==> src/hw/capture_pkg.sv <==
`default_nettype none

package capture_pkg;

    // ============================================================
    // Sizes
    // ============================================================
    localparam int RAM_WIDTH      = 15;
    localparam int RAM_WORDS      = 24576;
    localparam int COUNTER_WIDTH  = 12;
    localparam int WINDOW_WIDTH   = 10;
    localparam int CFG_DATA_WIDTH = 16;

    // Interlaced field gaps, in source lines.
    localparam logic [COUNTER_WIDTH-1:0] PAL_FIELD_END      = 12'd288;
    localparam logic [COUNTER_WIDTH-1:0] PAL_FIELD2_START   = 12'd312;
    localparam logic [COUNTER_WIDTH-1:0] NTSC_FIELD_END     = 12'd240;
    localparam logic [COUNTER_WIDTH-1:0] NTSC_FIELD2_START  = 12'd262;

    // ============================================================
    // Types
    // ============================================================
    typedef struct packed {
        logic [7:0] r;
        logic [7:0] g;
        logic [7:0] b;
    } pixel_t;

    typedef struct packed {
        logic [WINDOW_WIDTH-1:0] p_h_start;
        logic [WINDOW_WIDTH-1:0] p_h_end;
        logic [WINDOW_WIDTH-1:0] p_v_start;
        logic [WINDOW_WIDTH-1:0] p_v_end;
        logic [WINDOW_WIDTH-1:0] i_h_start;
        logic [WINDOW_WIDTH-1:0] i_h_end;
        logic [WINDOW_WIDTH-1:0] i_v_start;
        logic [WINDOW_WIDTH-1:0] i_v_end;
        logic [RAM_WIDTH-1:0]    buffer_line_length;
        logic [WINDOW_WIDTH-1:0] buffer_size;
        logic [RAM_WIDTH-1:0]    ram_numwords;
        logic [RAM_WIDTH-1:0]    trigger_address_p;
        logic [RAM_WIDTH-1:0]    trigger_address_i;
    } capture_config_t;

    typedef enum logic [3:0] {
        CFG_P_H_START,
        CFG_P_H_END,
        CFG_P_V_START,
        CFG_P_V_END,
        CFG_I_H_START,
        CFG_I_H_END,
        CFG_I_V_START,
        CFG_I_V_END,
        CFG_LINE_LENGTH,
        CFG_BUFFER_SIZE,
        CFG_RAM_NUMWORDS,
        CFG_TRIGGER_P,
        CFG_TRIGGER_I
    } cfg_reg_e;

    typedef struct packed {
        logic                      strobe;
        cfg_reg_e                  sel;
        logic [CFG_DATA_WIDTH-1:0] data;
    } cfg_write_t;

    typedef struct packed {
        logic                 en;
        logic [RAM_WIDTH-1:0] addr;
        pixel_t               data;
    } ram_write_t;

    // ============================================================
    // Reset values of the configuration
    // ============================================================
    localparam logic [WINDOW_WIDTH-1:0] DEF_P_H_START    = 10'd44;
    localparam logic [WINDOW_WIDTH-1:0] DEF_P_H_END      = 10'd684;
    localparam logic [WINDOW_WIDTH-1:0] DEF_P_V_START    = 10'd35;
    localparam logic [WINDOW_WIDTH-1:0] DEF_P_V_END      = 10'd515;
    localparam logic [WINDOW_WIDTH-1:0] DEF_I_H_START    = 10'd44;
    localparam logic [WINDOW_WIDTH-1:0] DEF_I_H_END      = 10'd684;
    localparam logic [WINDOW_WIDTH-1:0] DEF_I_V_START    = 10'd0;
    localparam logic [WINDOW_WIDTH-1:0] DEF_I_V_END      = 10'd600;
    localparam logic [RAM_WIDTH-1:0]    DEF_LINE_LENGTH  = 15'd640;
    localparam logic [WINDOW_WIDTH-1:0] DEF_BUFFER_SIZE  = 10'd16;
    localparam logic [RAM_WIDTH-1:0]    DEF_RAM_NUMWORDS = 15'd24320;
    localparam logic [RAM_WIDTH-1:0]    DEF_TRIGGER_P    = 15'd5120;
    localparam logic [RAM_WIDTH-1:0]    DEF_TRIGGER_I    = 15'd5120;

    localparam capture_config_t CONFIG_DEFAULT = '{
        p_h_start:          DEF_P_H_START,
        p_h_end:            DEF_P_H_END,
        p_v_start:          DEF_P_V_START,
        p_v_end:            DEF_P_V_END,
        i_h_start:          DEF_I_H_START,
        i_h_end:            DEF_I_H_END,
        i_v_start:          DEF_I_V_START,
        i_v_end:            DEF_I_V_END,
        buffer_line_length: DEF_LINE_LENGTH,
        buffer_size:        DEF_BUFFER_SIZE,
        ram_numwords:       DEF_RAM_NUMWORDS,
        trigger_address_p:  DEF_TRIGGER_P,
        trigger_address_i:  DEF_TRIGGER_I
    };

endpackage

`default_nettype wire
==> src/hw/capture_config_regs.sv <==
`timescale 1ns/1ps
`default_nettype none

module capture_config_regs import capture_pkg::*; (
    input  logic            clock,
    input  logic            nreset,
    input  cfg_write_t      cfg,
    output capture_config_t capture_cfg
);

    // ============================================================
    // One field per strobe, truncated to the field width
    // ============================================================
    always_ff @(posedge clock or negedge nreset) begin
        if (!nreset) begin
            capture_cfg <= CONFIG_DEFAULT;
        end else if (cfg.strobe) begin
            case (cfg.sel)
                CFG_P_H_START: begin
                    capture_cfg.p_h_start <= cfg.data[WINDOW_WIDTH-1:0];
                end
                CFG_P_H_END: begin
                    capture_cfg.p_h_end <= cfg.data[WINDOW_WIDTH-1:0];
                end
                CFG_P_V_START: begin
                    capture_cfg.p_v_start <= cfg.data[WINDOW_WIDTH-1:0];
                end
                CFG_P_V_END: begin
                    capture_cfg.p_v_end <= cfg.data[WINDOW_WIDTH-1:0];
                end
                CFG_I_H_START: begin
                    capture_cfg.i_h_start <= cfg.data[WINDOW_WIDTH-1:0];
                end
                CFG_I_H_END: begin
                    capture_cfg.i_h_end <= cfg.data[WINDOW_WIDTH-1:0];
                end
                CFG_I_V_START: begin
                    capture_cfg.i_v_start <= cfg.data[WINDOW_WIDTH-1:0];
                end
                CFG_I_V_END: begin
                    capture_cfg.i_v_end <= cfg.data[WINDOW_WIDTH-1:0];
                end
                CFG_LINE_LENGTH: begin
                    capture_cfg.buffer_line_length <= cfg.data[RAM_WIDTH-1:0];
                end
                CFG_BUFFER_SIZE: begin
                    capture_cfg.buffer_size <= cfg.data[WINDOW_WIDTH-1:0];
                end
                CFG_RAM_NUMWORDS: begin
                    capture_cfg.ram_numwords <= cfg.data[RAM_WIDTH-1:0];
                end
                CFG_TRIGGER_P: begin
                    capture_cfg.trigger_address_p <= cfg.data[RAM_WIDTH-1:0];
                end
                CFG_TRIGGER_I: begin
                    capture_cfg.trigger_address_i <= cfg.data[RAM_WIDTH-1:0];
                end
                default: begin
                    // Unused select codes leave the register alone.
                end
            endcase
        end
    end

endmodule

`default_nettype wire

==> config.mk <==
export PLATFORM = sky130hd
export DESIGN_NAME = capture_config_regs
export DESIGN_NICKNAME = d
export VERILOG_FILES = /design/src/hw/capture_pkg.sv /design/src/hw/capture_config_regs.sv
export SDC_FILE = /design/constraint.sdc
export NUM_CORES = 1
export LEC_CHECK = 0
export BUFFER_PORTS_ARGS = -buffer_cell sky130_fd_sc_hd__buf_4
export CAP_MARGIN = 20
export CELL_PAD_IN_SITES_DETAIL_PLACEMENT = 1
export CELL_PAD_IN_SITES_GLOBAL_PLACEMENT = 1
export CORE_ASPECT_RATIO = 2
export CORE_MARGIN = 4
export CORE_UTILIZATION = 44
export CTS_CLUSTER_SIZE = 24
export DETAILED_ROUTE_END_ITERATION = 7
export PLACE_DENSITY_LB_ADDON = 0.1
export SETUP_SLACK_MARGIN = 0.1
export SLEW_MARGIN = 10
export SYNTH_ARGS = -nofsm -noshare
export SYNTH_HDL_FRONTEND = slang
export SYNTH_SLANG_ARGS = --single-unit
==> constraint.sdc <==
create_clock -name clock -period 1.6 [get_ports clock]
set_input_delay 0.16 -clock clock [delete_from_list [all_inputs] [get_ports clock]]
set_output_delay 0.16 -clock clock [all_outputs]
set_load 0.01 [all_outputs]
=== After elaboration in Yosys (flattened, before gate mapping) ===
Index checks and enable logic that the tools add are counted.

* Equal/unequal tests: 12
* Reductions and logical operators: 14

{| class="wikitable"
|+ Operators by type and width
! operator !! count
|-
| AND reduction 2 bit || 13
|-
| == test 4 bit, second input constant || 5
|-
| == test 4 x 3 -> 1 bit, second input constant || 4
|-
| == test 4 x 2 -> 1 bit, second input constant || 2
|-
| == test 4 x 1 -> 1 bit, second input constant || 1
|-
| logical NOT 4 bit || 1
|}

* Bits in registers: 150

=== Logic depth before layout (Yosys ltp) ===
* Depth in word-level cells: 2
* Depth in mapped cells: 5
* Mapped depth without buffers: 3

=== Worst setup path before layout ===
OpenSTA, ideal clock, no wires.

* Path type: input to register
* Start point: in cfg[18] in the netlist's numbering
* End point: reg capture_cfg[19] in the netlist's numbering
* Library setup time: 0.125 ns
* Arrival: 1.214 ns
* Required time: 1.475 ns
* Path slack: 0.262 ns
* Stages on the path: 4
* Cells stage by stage: nand3b_4 > nor2_1 > buf_2 > mux2_2

* Longest elaborated chain between the ends: 2

{| class="wikitable"
|+ RTL lines
! element !! line !! RTL
|-
| from (decl) || capture_config_regs.sv:7 || <nowiki>input cfg_write_t cfg,</nowiki>
|-
| == test 4 bit || capture_config_regs.sv:18 || <nowiki>case (cfg.sel)</nowiki>
|-
| AND reduction 2 bit (no line) || n/a ||
|-
| to (decl) || capture_config_regs.sv:8 || <nowiki>output capture_config_t capture_cfg</nowiki>
|}

No other way between the ends.
A chain may end at the register's enable or synchronous reset.

=== Final worst setup path ===
* Start point: reg capture_cfg[143] in the netlist's numbering
* End point: out capture_cfg[143] in the netlist's numbering

No word-level cell between the ends.

==> metrics.yaml <==
ys_seq_area_share_pct: 66.1
crit_arrival_ps: 1070
p_leak_nw: 3.78
root_buffer: "clkbuf_16"
cpPeakStageDelay_ps: 540
cts_tree: "built"
path_class: "reg -> out"
clkLatencyLatePin_ps: 410
clk_pin_slew_ps: 70
setup_violations: 0
largest_reg_flops: 150
cp_slowest_cell: "dfstp_2"
crit_fanout: 2
rsz0062_at_grt: "false"
clockBufferDepth: 2
clkSinkCount: 150
synth_area_per_cell_um2: 17.0
grt-ovfl-total: 0
skew_ps: 0
die_w_um: 88.9
synth_warnings: 0
end_kind: "output port"
htreeDepth: 4
met2_usage_pct: 38.1
grt.busiest_layer: "met2"
crit_family: "flip-flops"
gr-usage-met1_pct: 23.4
fin_crit_ps: 1230
ys_ff_latch: 150
grt_pass1_wl_um: 23300
yosysTopAreaCell: "dfrtp_1"
dieArea_mm2: 0.0151
dpl.hpwl_um: 11400
drive_gt1_share_pct: 77.2
track_usage_pct: 21.1
crit_buf_inv: 1
nNetsFinal: 553
die_h_um: 170
drtIter0Drc: 88
num_antenna_cells: 0
cts_buffers: 17
top_register: "capture_cfg"
max_slew_margin_pct: 68.1
start_util_pct: 45.3
synth_area_mm2: 0.00576
worst_slew_pin_slew_ps: 479
cp_cell_sequence: "buf_4"
post_cts_resized: 0
max_freq_ghz: 0.812
cts_hold_buf: 1
grt_max_degree: 49
maxSlewViolCount: 0
synth_edf_count: 0
cts_setup_buffers: 0
synth.distinct_cells: 17
post-route-period-util_pct: 76.9
finalSetupTns_ps: 0
ant_nets: 0
wl_per_cell_um: 22.2
vias: 3560
core_area_mm2: 0.0127
first_pass_iters: 4
synth.most_common_cell: "mux2_2"
dp_slack_ps: 111
vias_per_cell: 5.14
remaining_drc_errors: 0
startpoint_type: "register"
async_flop_share_pct: 100
ir_drop_uv: 1150
layout_setup_ws_ps: 369
io_pins: 173
finalHoldViolations: 0
routed_wl_um: 15400
synth_top_area_share_pct: 48.3
place.gp.congestion: 0.761
area_growth_pct: 39.2
cap_violations: 0
status: "completed"
hold_class: "in -> reg"
synth.net_count: 362
cp.required_ps: 1440
power_density_mw_per_mm2: 1540
portBuffers: 171
antenna_found_initial: 0
num_rows: 58
reg_top3: "capture_cfg (150)"
syn_inst: 339
synth_common_cells: "140 x mux2_2, 111 x dfrtp_1, 39 x dfstp_2"
grt_pass1_vias: 3998
synth.top_cells.by_area: "dfrtp_1 48%, mux2_2 27%, dfstp_2 18%, mux2_4 2.6%, buf_2 0.70%"
grtUsageMet3_pct: 4.81
synth_ff_type: "dfrtp_1"
-- cell families after synthesis --
family                 count (synthesis)  share of synthesized area, %
flip-flops                           150                          66.1
buffers and inverters                 19                          1.54
AND/OR/NAND/NOR                       20                          2.39
multiplexers                         150                          30.0
-- layer usage --
metal	share of wire [%]	wire [um]
met1	35	5460
met2	56	8660
met3	5.4	836
met4	2.9	446
met5	0	0
-- final timing paths --
check | endpoint | startpoint | slack (ps) | cells past startpoint
hold / removal | capture_cfg[68]$_DFFE_PN0P_ | cfg[13] | 20 | 2
max in group asynchronous | capture_cfg[44]$_DFFE_PN1P_ | nreset | 680 | 3
setup / recovery | capture_cfg[143] | capture_cfg[143]$_DFFE_PN1P_ | 370 | 1
hold reg to reg | capture_cfg[1]$_DFFE_PN0P_ | capture_cfg[1]$_DFFE_PN0P_ | 510 | 1
min in group asynchronous | capture_cfg[60]$_DFFE_PN0P_ | nreset | 260 | 2
setup reg to reg | capture_cfg[48]$_DFFE_PN0P_ | capture_cfg[48]$_DFFE_PN0P_ | 800 | 1
-- report_power, final --
group	leakage, nW	total [W]	internal, W	switching, W
registers	1.77	0.00536	0.00485	0.000513
logic	1.72	0.00312	0.00181	0.00131
clock network	0.290	0.00390	0.00228	0.00162
total	3.78	0.0124	0.00893	0.00344
-- stage by stage --
step	hold slack [ps]	power (W)	instances	instance area [um^2]	utilization, %
finish	18.5	0.0124	693	8010	63.1
global route	6.10	0.0130	693	8010	63.1
CTS	2.94	0.0126	693	8010	63.1
detailed placement	136	0.00861	660	7410	58.4
global placement	127	0.00844	660	7410	58.4
floorplan	-136	0.00663	339	5760	-
-- layout by cell type, fill, tap and decap left out, drive strengths merged --
cell type	netlist	final
nand4	1	1
or3	2	2
clkinvlp	0	1
dlygate4sd3	0	1
clkinv	0	5
mux2	150	150
inv	0	6
buf	9	190
dfstp	39	39
bufinv	0	1
nor3b	1	1
nand2	2	2
nand3b	3	3
clkbuf	10	19
and3	1	1
dfrtp	111	111
nand2b	3	3
nor2	7	7
-- area by class of cell --
cell class / instances / area, um^2
repair buffers: 191 / 1570
well taps: 150 / 188
clock buffers: 19 / 453
flip-flops and latches: 150 / 3800
multi-input cells: 170 / 1870
fillers: 1188 / 4690
clock inverters: 13 / 138
(Power assumes the default switching activity.)
