[src/hw/capture_pkg.sv]
`default_nettype none

package capture_pkg;

    // ============================================================
    // Sizes
    // ============================================================
    localparam int RAM_WIDTH      = 15;
    localparam int RAM_WORDS      = 24576;
    localparam int COUNTER_WIDTH  = 12;
    localparam int WINDOW_WIDTH   = 10;
    localparam int CFG_DATA_WIDTH = 16;

    // Interlaced field gaps, in source lines.
    localparam logic [COUNTER_WIDTH-1:0] PAL_FIELD_END      = 12'd288;
    localparam logic [COUNTER_WIDTH-1:0] PAL_FIELD2_START   = 12'd312;
    localparam logic [COUNTER_WIDTH-1:0] NTSC_FIELD_END     = 12'd240;
    localparam logic [COUNTER_WIDTH-1:0] NTSC_FIELD2_START  = 12'd262;

    // ============================================================
    // Types
    // ============================================================
    typedef struct packed {
        logic [7:0] r;
        logic [7:0] g;
        logic [7:0] b;
    } pixel_t;

    typedef struct packed {
        logic [WINDOW_WIDTH-1:0] p_h_start;
        logic [WINDOW_WIDTH-1:0] p_h_end;
        logic [WINDOW_WIDTH-1:0] p_v_start;
        logic [WINDOW_WIDTH-1:0] p_v_end;
        logic [WINDOW_WIDTH-1:0] i_h_start;
        logic [WINDOW_WIDTH-1:0] i_h_end;
        logic [WINDOW_WIDTH-1:0] i_v_start;
        logic [WINDOW_WIDTH-1:0] i_v_end;
        logic [RAM_WIDTH-1:0]    buffer_line_length;
        logic [WINDOW_WIDTH-1:0] buffer_size;
        logic [RAM_WIDTH-1:0]    ram_numwords;
        logic [RAM_WIDTH-1:0]    trigger_address_p;
        logic [RAM_WIDTH-1:0]    trigger_address_i;
    } capture_config_t;

    typedef enum logic [3:0] {
        CFG_P_H_START,
        CFG_P_H_END,
        CFG_P_V_START,
        CFG_P_V_END,
        CFG_I_H_START,
        CFG_I_H_END,
        CFG_I_V_START,
        CFG_I_V_END,
        CFG_LINE_LENGTH,
        CFG_BUFFER_SIZE,
        CFG_RAM_NUMWORDS,
        CFG_TRIGGER_P,
        CFG_TRIGGER_I
    } cfg_reg_e;

    typedef struct packed {
        logic                      strobe;
        cfg_reg_e                  sel;
        logic [CFG_DATA_WIDTH-1:0] data;
    } cfg_write_t;

    typedef struct packed {
        logic                 en;
        logic [RAM_WIDTH-1:0] addr;
        pixel_t               data;
    } ram_write_t;

    // ============================================================
    // Reset values of the configuration
    // ============================================================
    localparam logic [WINDOW_WIDTH-1:0] DEF_P_H_START    = 10'd44;
    localparam logic [WINDOW_WIDTH-1:0] DEF_P_H_END      = 10'd684;
    localparam logic [WINDOW_WIDTH-1:0] DEF_P_V_START    = 10'd35;
    localparam logic [WINDOW_WIDTH-1:0] DEF_P_V_END      = 10'd515;
    localparam logic [WINDOW_WIDTH-1:0] DEF_I_H_START    = 10'd44;
    localparam logic [WINDOW_WIDTH-1:0] DEF_I_H_END      = 10'd684;
    localparam logic [WINDOW_WIDTH-1:0] DEF_I_V_START    = 10'd0;
    localparam logic [WINDOW_WIDTH-1:0] DEF_I_V_END      = 10'd600;
    localparam logic [RAM_WIDTH-1:0]    DEF_LINE_LENGTH  = 15'd640;
    localparam logic [WINDOW_WIDTH-1:0] DEF_BUFFER_SIZE  = 10'd16;
    localparam logic [RAM_WIDTH-1:0]    DEF_RAM_NUMWORDS = 15'd24320;
    localparam logic [RAM_WIDTH-1:0]    DEF_TRIGGER_P    = 15'd5120;
    localparam logic [RAM_WIDTH-1:0]    DEF_TRIGGER_I    = 15'd5120;

    localparam capture_config_t CONFIG_DEFAULT = '{
        p_h_start:          DEF_P_H_START,
        p_h_end:            DEF_P_H_END,
        p_v_start:          DEF_P_V_START,
        p_v_end:            DEF_P_V_END,
        i_h_start:          DEF_I_H_START,
        i_h_end:            DEF_I_H_END,
        i_v_start:          DEF_I_V_START,
        i_v_end:            DEF_I_V_END,
        buffer_line_length: DEF_LINE_LENGTH,
        buffer_size:        DEF_BUFFER_SIZE,
        ram_numwords:       DEF_RAM_NUMWORDS,
        trigger_address_p:  DEF_TRIGGER_P,
        trigger_address_i:  DEF_TRIGGER_I
    };

endpackage

`default_nettype wire
[src/hw/video_to_ram.sv]
`timescale 1ns/1ps
`default_nettype none

module video_to_ram import capture_pkg::*; (
    input  logic                     clock,
    input  logic                     nreset,
    input  pixel_t                   pixel,
    input  logic [COUNTER_WIDTH-1:0] counter_x,
    input  logic [COUNTER_WIDTH-1:0] counter_y,
    input  logic                     line_doubler,
    input  logic                     is_pal,
    input  capture_config_t          capture_cfg,
    output ram_write_t               ram_wr,
    output logic                     start_trigger
);

    logic                     line_doubler_q;
    logic                     is_pal_q;
    logic [COUNTER_WIDTH-1:0] counter_x_prev;
    logic [RAM_WIDTH-1:0]     line_base;

    logic                     wr_en_q;
    logic [RAM_WIDTH-1:0]     wr_addr_q;
    pixel_t                   wr_data_q;
    logic                     trigger_q;

    logic [COUNTER_WIDTH-1:0] h_start;
    logic [COUNTER_WIDTH-1:0] h_end;
    logic [COUNTER_WIDTH-1:0] v_start;
    logic [COUNTER_WIDTH-1:0] v_end;
    logic [COUNTER_WIDTH-1:0] field_end;
    logic [COUNTER_WIDTH-1:0] field2_start;
    logic [RAM_WIDTH-1:0]     trigger_addr;

    logic                     v_capture;
    logic                     h_capture;
    logic                     capture;
    logic                     line_end;
    logic [COUNTER_WIDTH-1:0] x_offset;
    logic [COUNTER_WIDTH-1:0] y_offset;
    logic [RAM_WIDTH-1:0]     wr_addr_next;
    logic [RAM_WIDTH-1:0]     base_limit;
    logic                     trigger_hit;

    // ============================================================
    // Active window, chosen by the registered line doubler
    // ============================================================
    always_comb begin
        if (line_doubler_q) begin
            h_start      = COUNTER_WIDTH'(capture_cfg.i_h_start);
            h_end        = COUNTER_WIDTH'(capture_cfg.i_h_end);
            v_start      = COUNTER_WIDTH'(capture_cfg.i_v_start);
            v_end        = COUNTER_WIDTH'(capture_cfg.i_v_end);
            trigger_addr = capture_cfg.trigger_address_i;
        end else begin
            h_start      = COUNTER_WIDTH'(capture_cfg.p_h_start);
            h_end        = COUNTER_WIDTH'(capture_cfg.p_h_end);
            v_start      = COUNTER_WIDTH'(capture_cfg.p_v_start);
            v_end        = COUNTER_WIDTH'(capture_cfg.p_v_end);
            trigger_addr = capture_cfg.trigger_address_p;
        end
    end

    assign field_end    = is_pal_q ? PAL_FIELD_END : NTSC_FIELD_END;
    assign field2_start = is_pal_q ? PAL_FIELD2_START : NTSC_FIELD2_START;

    // Interlaced mode skips the blanking gap between the two fields.
    always_comb begin
        if (line_doubler_q) begin
            v_capture = (counter_y < field_end)
                     || (counter_y > field2_start && counter_y < v_end);
        end else begin
            v_capture = (counter_y >= v_start) && (counter_y < v_end);
        end
    end

    assign h_capture = (counter_x >= h_start) && (counter_x < h_end);
    assign capture   = v_capture && h_capture;

    assign x_offset     = counter_x - h_start;
    assign y_offset     = counter_y - v_start;
    assign wr_addr_next = line_base + RAM_WIDTH'(x_offset);
    assign base_limit   = capture_cfg.ram_numwords - capture_cfg.buffer_line_length;

    // Compares against the address of the previous write.
    assign trigger_hit = (y_offset < COUNTER_WIDTH'(capture_cfg.buffer_size))
                      && (wr_addr_q == trigger_addr);

    // The end column held for two cycles marks the end of a line.
    assign line_end = (counter_x_prev == h_end) && (counter_x == h_end);

    // ============================================================
    // Control and address registers
    // ============================================================
    always_ff @(posedge clock or negedge nreset) begin
        if (!nreset) begin
            line_doubler_q <= 1'b0;
            is_pal_q       <= 1'b0;
            counter_x_prev <= '0;
            line_base      <= '0;
            wr_en_q        <= 1'b0;
            wr_addr_q      <= '0;
            trigger_q      <= 1'b0;
        end else begin
            line_doubler_q <= line_doubler;
            is_pal_q       <= is_pal;
            counter_x_prev <= counter_x;

            if (line_end) begin
                if (v_capture && line_base < base_limit) begin
                    line_base <= line_base + capture_cfg.buffer_line_length;
                end else begin
                    line_base <= '0;
                end
            end

            wr_en_q   <= capture;
            trigger_q <= capture && trigger_hit;
            if (capture) begin
                wr_addr_q <= wr_addr_next;
            end
        end
    end

    // Pixel payload.
    always_ff @(posedge clock) begin
        if (capture) begin
            wr_data_q <= pixel;
        end
    end

    assign ram_wr        = '{en: wr_en_q, addr: wr_addr_q, data: wr_data_q};
    assign start_trigger = trigger_q;

endmodule

`default_nettype wire

[config.mk]
export PLATFORM = sky130hd
export DESIGN_NAME = video_to_ram
export DESIGN_NICKNAME = d
export VERILOG_FILES = /design/src/hw/capture_pkg.sv /design/src/hw/video_to_ram.sv
export SDC_FILE = /design/constraint.sdc
export NUM_CORES = 1
export LEC_CHECK = 0
export BUFFER_PORTS_ARGS = -buffer_cell sky130_fd_sc_hd__buf_2
export CAP_MARGIN = 10
export CORE_MARGIN = 4
export CORE_UTILIZATION = 45
export CTS_CLUSTER_DIAMETER = 150
export DETAILED_ROUTE_END_ITERATION = 12
export PLACE_DENSITY = 0.83
export SYNTH_ARGS = -nofsm -noshare
export SYNTH_HDL_FRONTEND = slang
export SYNTH_SLANG_ARGS = --single-unit
[constraint.sdc]
create_clock -name clock -period 6.2 [get_ports clock]
set_clock_uncertainty 0.15 [all_clocks]
set_input_delay 0.31 -clock clock [delete_from_list [all_inputs] [get_ports clock]]
set_output_delay 0.31 -clock clock [all_outputs]
set_load 0.01 [all_outputs]
-- Word-level counts from Yosys, hierarchy flattened
Index checks and enable logic that the tools add are counted.
- add/sub/neg operators: 5
- order comparisons: 8
- equal/unequal tests: 3
- mux-type cells: 9
- reduce and logical (&&, ||, !) cells: 9
- operators with widths (operator ; number):
    10-bit two-way mux ; 4
    15-bit two-way mux ; 2
    12-bit equality test ; 2
    12-bit greater-or-equal comparator ; 2
    12-bit less-than comparator ; 2
    12-bit subtractor ; 2
    15-bit by 12-bit adder with 15-bit output ; 1
    15-bit adder ; 1
    15-bit equality test ; 1
    15-bit less-than comparator ; 1
    15-bit subtractor ; 1
    12-bit by 9-bit greater-than comparator with 1-bit output ; 1
    12-bit by 10-bit less-than comparator with 1-bit output ; 1
    12-bit by 9-bit less-than comparator with 1-bit output ; 1
    9-bit two-way mux ; 1
    1-bit logical AND ; 8
    6-bit two-way mux ; 1
    1-bit logical OR ; 1
    1-bit two-way mux ; 1
- register bits after elaboration: 70
- bits of input ports: 202
- output and inout port bits: 41
- word-level logic and storage cells: 44

-- Longest topological paths before layout
- depth after elaboration: 7
- gate-level depth with buffers: 25
- mapped depth without buffers: 20

-- Worst setup path after synthesis
Ideal clock, no wire load.
- kind: flip-flop to flip-flop
- start point: register line_doubler_q
- end point: register wr_addr_q[14]
- library setup time: 0.125 ns
- arrival time: 5.124 ns
- required time: 5.925 ns
- path slack: 0.801 ns
- cell stages (with the launch flop): 23
- path buffers: 6
- period minus slack after synthesis: 5.399 ns
- path through: dfrtp_1 > buf_6 > buf_6 > buf_2 > buf_2 > buf_1 > buf_2 > mux2i_1 > ha_1 > nor2b_1 > o21ai_0 > a21boi_0 > o21ai_0 > and3_1 > nor2_1 > ha_1 > o21a_1 > a2111oi_0 > o311ai_0 > a21oi_1 > nor2_1 > xor2_1 > mux2_2
- word-level cells in the longest chain between the ends: 6
- elaborated cells between the ends (all ways): 16
- classes of those cells: add/sub (2); order compare (4); mux (5); reduce/logical (5)
- ends and longest elaborated chain (element ; RTL line ; source):
    start: declaration ; video_to_ram.sv:17 ; logic line_doubler_q;
    start signal: assignment ; video_to_ram.sv:105 ; line_doubler_q <= line_doubler;
    parallel branches: the longest is 6 deep, another holds 15-bit by 12-bit adder with 15-bit output ; - ;
    end signal: assignment ; video_to_ram.sv:120 ; wr_addr_q <= wr_addr_next;
    end: declaration ; video_to_ram.sv:23 ; logic [RAM_WIDTH-1:0] wr_addr_q;
Parallel ways; which one is timed is not known.
A chain may end at the register's enable or synchronous reset.

-- Worst setup path after layout
Same ends and word-level chain as after synthesis.

==> flow_summary.yaml <==
global_route:
  grt_pass1_vias: 6773
  met1_usage: 0.250
  grt-busiest-layer: "met2"
  grt_max_degree: 47
  grt.overflow.total: 0
  grt_use_met3: 0.0405
  antenna_found_initial: 2
  met2_usage: 0.420
  grt_pass1_wl_um: 32000
  grt_usage: 0.221
clock_network:
  cts_sinks: 70
  cts_root_buf: "clkbuf_16"
  post_cts_resized: 0
  cts_buffers: 9
  cts_buffer_depth: 2
  clock_latency_ps: 340
  clkTransAtPathRegs_ps: 60
  htree_levels: 3
  cts_tree: "done"
min_path:
  hold_path_class: "in -> async"
synthesis:
  yosys.cell_count.top_type: "ha_1"
  yosysSeqAreaShare: 0.262
  async_reset_ff_frac: 0.657
  synthCells: 757
  synth_top_area_cell: "ha_1"
  synth_edf_count: 24
  yosys_register_bits: 70
  ys_warn_count: 0
  synth.top_cells.by_area: "ha_1, dfrtp_1, edfxtp_1"
  synthTopCellsByCount: "ha_1, nor2_1, inv_1, mux2i_1, dfrtp_1"
  syn-num-nets: 1075
  synth_area_um2: 7140
  synth_cell_types: 66
  synth_area_per_cell_um2: 9.43
  synth_top_area_frac: 0.195
  synth_ff_type: "dfrtp_1"
floorplan:
  die_h_um: 134
  die_area_um2: 17900
  rows: 45
  die_w_um: 134
  ios: 243
  start_util: 0.464
  coreArea_um2: 15400
worst_setup_path:
  regToRegSetupSlack_ps: 1380
  r2r-start: "line_doubler_q$_DFF_PN0_"
  critPathMaxFanout: 40
  worst_r2r_path_depth: 17
  startpoint: "line_doubler_q$_DFF_PN0_"
  critPathLaunchType: "flip-flop"
  cp-end-kind: "flip-flop"
  worstPathArrival_ps: 4890
  cpPeakStageDelay_ps: 880
  crit_required_ps: 6270
  crit_buf_inv: 0
  cp_top_family: "compound AO/OA/AOI/OAI gates"
  worstSetupPathType: "reg -> reg"
  crit_slowest_cell: "dfrtp_4"
  crit_chain: "mux2i_1 > ha_1 > nor2b_1 > o21ai_0 > a21boi_0 > o21ai_0 > a21oi_1 > o41a_1 > nand3_1 > o311ai_0 > ha_1 > nand2_1 > o311ai_0 > a21oi_1 > nor2_1 > xor2_1 > mux2_2"
  rr_endpoint: "wr_addr_q[14]$_DFFE_PN0P_"
timing:
  hold_viol_final: 0
  fmax_ghz: 0.207
  post-route-period-util: 0.778
  finalMaxSlewViolations: 0
  rsz0062_at_grt: "no"
  tightest_slew_ps: 1030
  slew-limit-headroom: 0.316
  min_period_ps: 4820
  finalSetupViolCount: 0
  fin_setup_tns_ps: 0
placed_design:
  port_buffers: 242
  dp.cells: 1201
  hpwl_um: 16900
  gp_congestion: 0.915
layout:
  final_nets: 1351
  final-seq-area_um2: 1880
  diodes: 0
  multiInputGateArea_um2: 5010
  syn_to_final_growth_pct: 28.5
  fin_util: 0.597
  layoutNonFillerInstCount: 1249
  drive_above_1_share: 0.291
  fill_cells: 1282
power:
  ir_drop_mv: 0.111
  p_int_uw: 1150
  pwr-share-comb: 0.373
  seqPwrFrac: 0.331
  p_clk_frac: 0.296
  swShare: 0.334
  p_per_area_nw_per_um2: 188
  p_leak_uw: 0.00461
  p_sw_uw: 574
outcome:
  outcome: "completed"
route:
  firstDrtPassIters: 5
  ant_nets: 0
  vias_per_cell: 5.39
  wl_per_cell_um: 16.4
  wl_um: 20500
  detail_route.iter0.violations: 349
  vias: 6728
  drc: 0
job:
  cap_viol_max_count: 0
-- layout make-up --
cell class / instances / share of cell area
Clock inverter: 7 / 0.00791
Tap cell: 211 / 0.0288
Timing Repair Buffer: 276 / 0.169
Inverter: 49 / 0.0200
Sequential cell: 70 / 0.204
Multi-Input combinational cell: 627 / 0.546
Clock buffer: 9 / 0.0245
-- worst register-to-register path, stage by stage, from the launching register on --
cell      delay [ps]
dfrtp_4          880
mux2i_1          380
ha_1             300
nor2b_1          130
o21ai_0          190
a21boi_0         140
o21ai_0          200
a21oi_1          150
o41a_1           400
nand3_1          130
o311ai_0         160
ha_1             430
nand2_1           90
o311ai_0         340
a21oi_1          160
nor2_1           150
xor2_1            80
mux2_2           260
-- per-layer routing --
| layer | up-vias | share of wire |
|---|---|---|
| met5 | - | 0.00034 |
| met4 | 2 | 0.021 |
| met3 | 38 | 0.064 |
| met2 | 217 | 0.52 |
| met1 | 3096 | 0.40 |
| li1 | 3375 | - |
-- power by group through the flow --
stage	registers [uW]	clock network [uW]	logic, uW
final	570	509	642
after global routing	575	540	715
after CTS	571	520	644
after detailed placement	580	0	622
after global placement	578	0	607
after floorplan	581	0	394
-- logic make-up after synthesis --
family          share of synthesized area
buf+inv                            0.0363
mux                                 0.104
compound gates                      0.170
fa+ha+maj                           0.209
flops                               0.262
xor+xnor                           0.0846
simple gates                        0.134
-- what timing repair did --
action,CTS,global route
buffers inserted,0,0
endpoints found under the hold margin,32,0
hold buffers,32,0
-- per-stage QoR --
step	cell area (um^2)	worst slack [ps]	hold slack (ps)	total power (uW)
CTS	9180	1370	4.46	1740
global route	9180	838	6.44	1830
global placement	8560	1520	269	1190
finish	9180	1380	1.44	1720
detailed placement	8560	1380	275	1200
floorplan	7140	801	-136	975
-- flip-flops by register name, indices dropped and copies added, names as in the netlist --
signal          cells
is_pal_q            1
ram_wr             24
wr_en_q             1
line_doubler_q      1
line_base          15
start_trigger       1
wr_addr_q          15
counter_x_prev     12
-- worst max-delay path by stage --
stage / cells after the start / slack (ps) / to
2_1_floorplan: 22 / 800 / wr_addr_q[14]$_DFFE_PN0P_
3_3_place_gp: 16 / 1520 / wr_addr_q[14]$_DFFE_PN0P_
3_5_place_dp: 16 / 1380 / wr_addr_q[14]$_DFFE_PN0P_
4_1_cts: 16 / 1370 / wr_addr_q[14]$_DFFE_PN0P_
5_1_grt: 16 / 840 / wr_addr_q[14]$_DFFE_PN0P_
6_report: 17 / 1380 / wr_addr_q[14]$_DFFE_PN0P_
-- cell usage in the layout (no fill, tap or decap), types with 5 or more instances in the layout --
cell type and count:
buf_2 242, ha_1 111, nor2_1 50, inv_1 49, mux2i_1 48, dfrtp_1 45, a21oi_1 44, o21ai_0 41
xor2_1 40, nand2_1 37, dlygate4sd3_1 32, xnor2_1 29, edfxtp_1 24, mux2_2 19, nor3_1 18, nand3_1 17
o21a_1 17, a21o_1 14, nor4_1 14, a211oi_1 13, nand4_1 12, o21ai_2 10, nor2b_1 9, clkbuf_16 9
and3_1 6, nand2b_1 6, or3_1 6, o311ai_0 5, fa_1 5
Power figures use the tool's default switching activity.
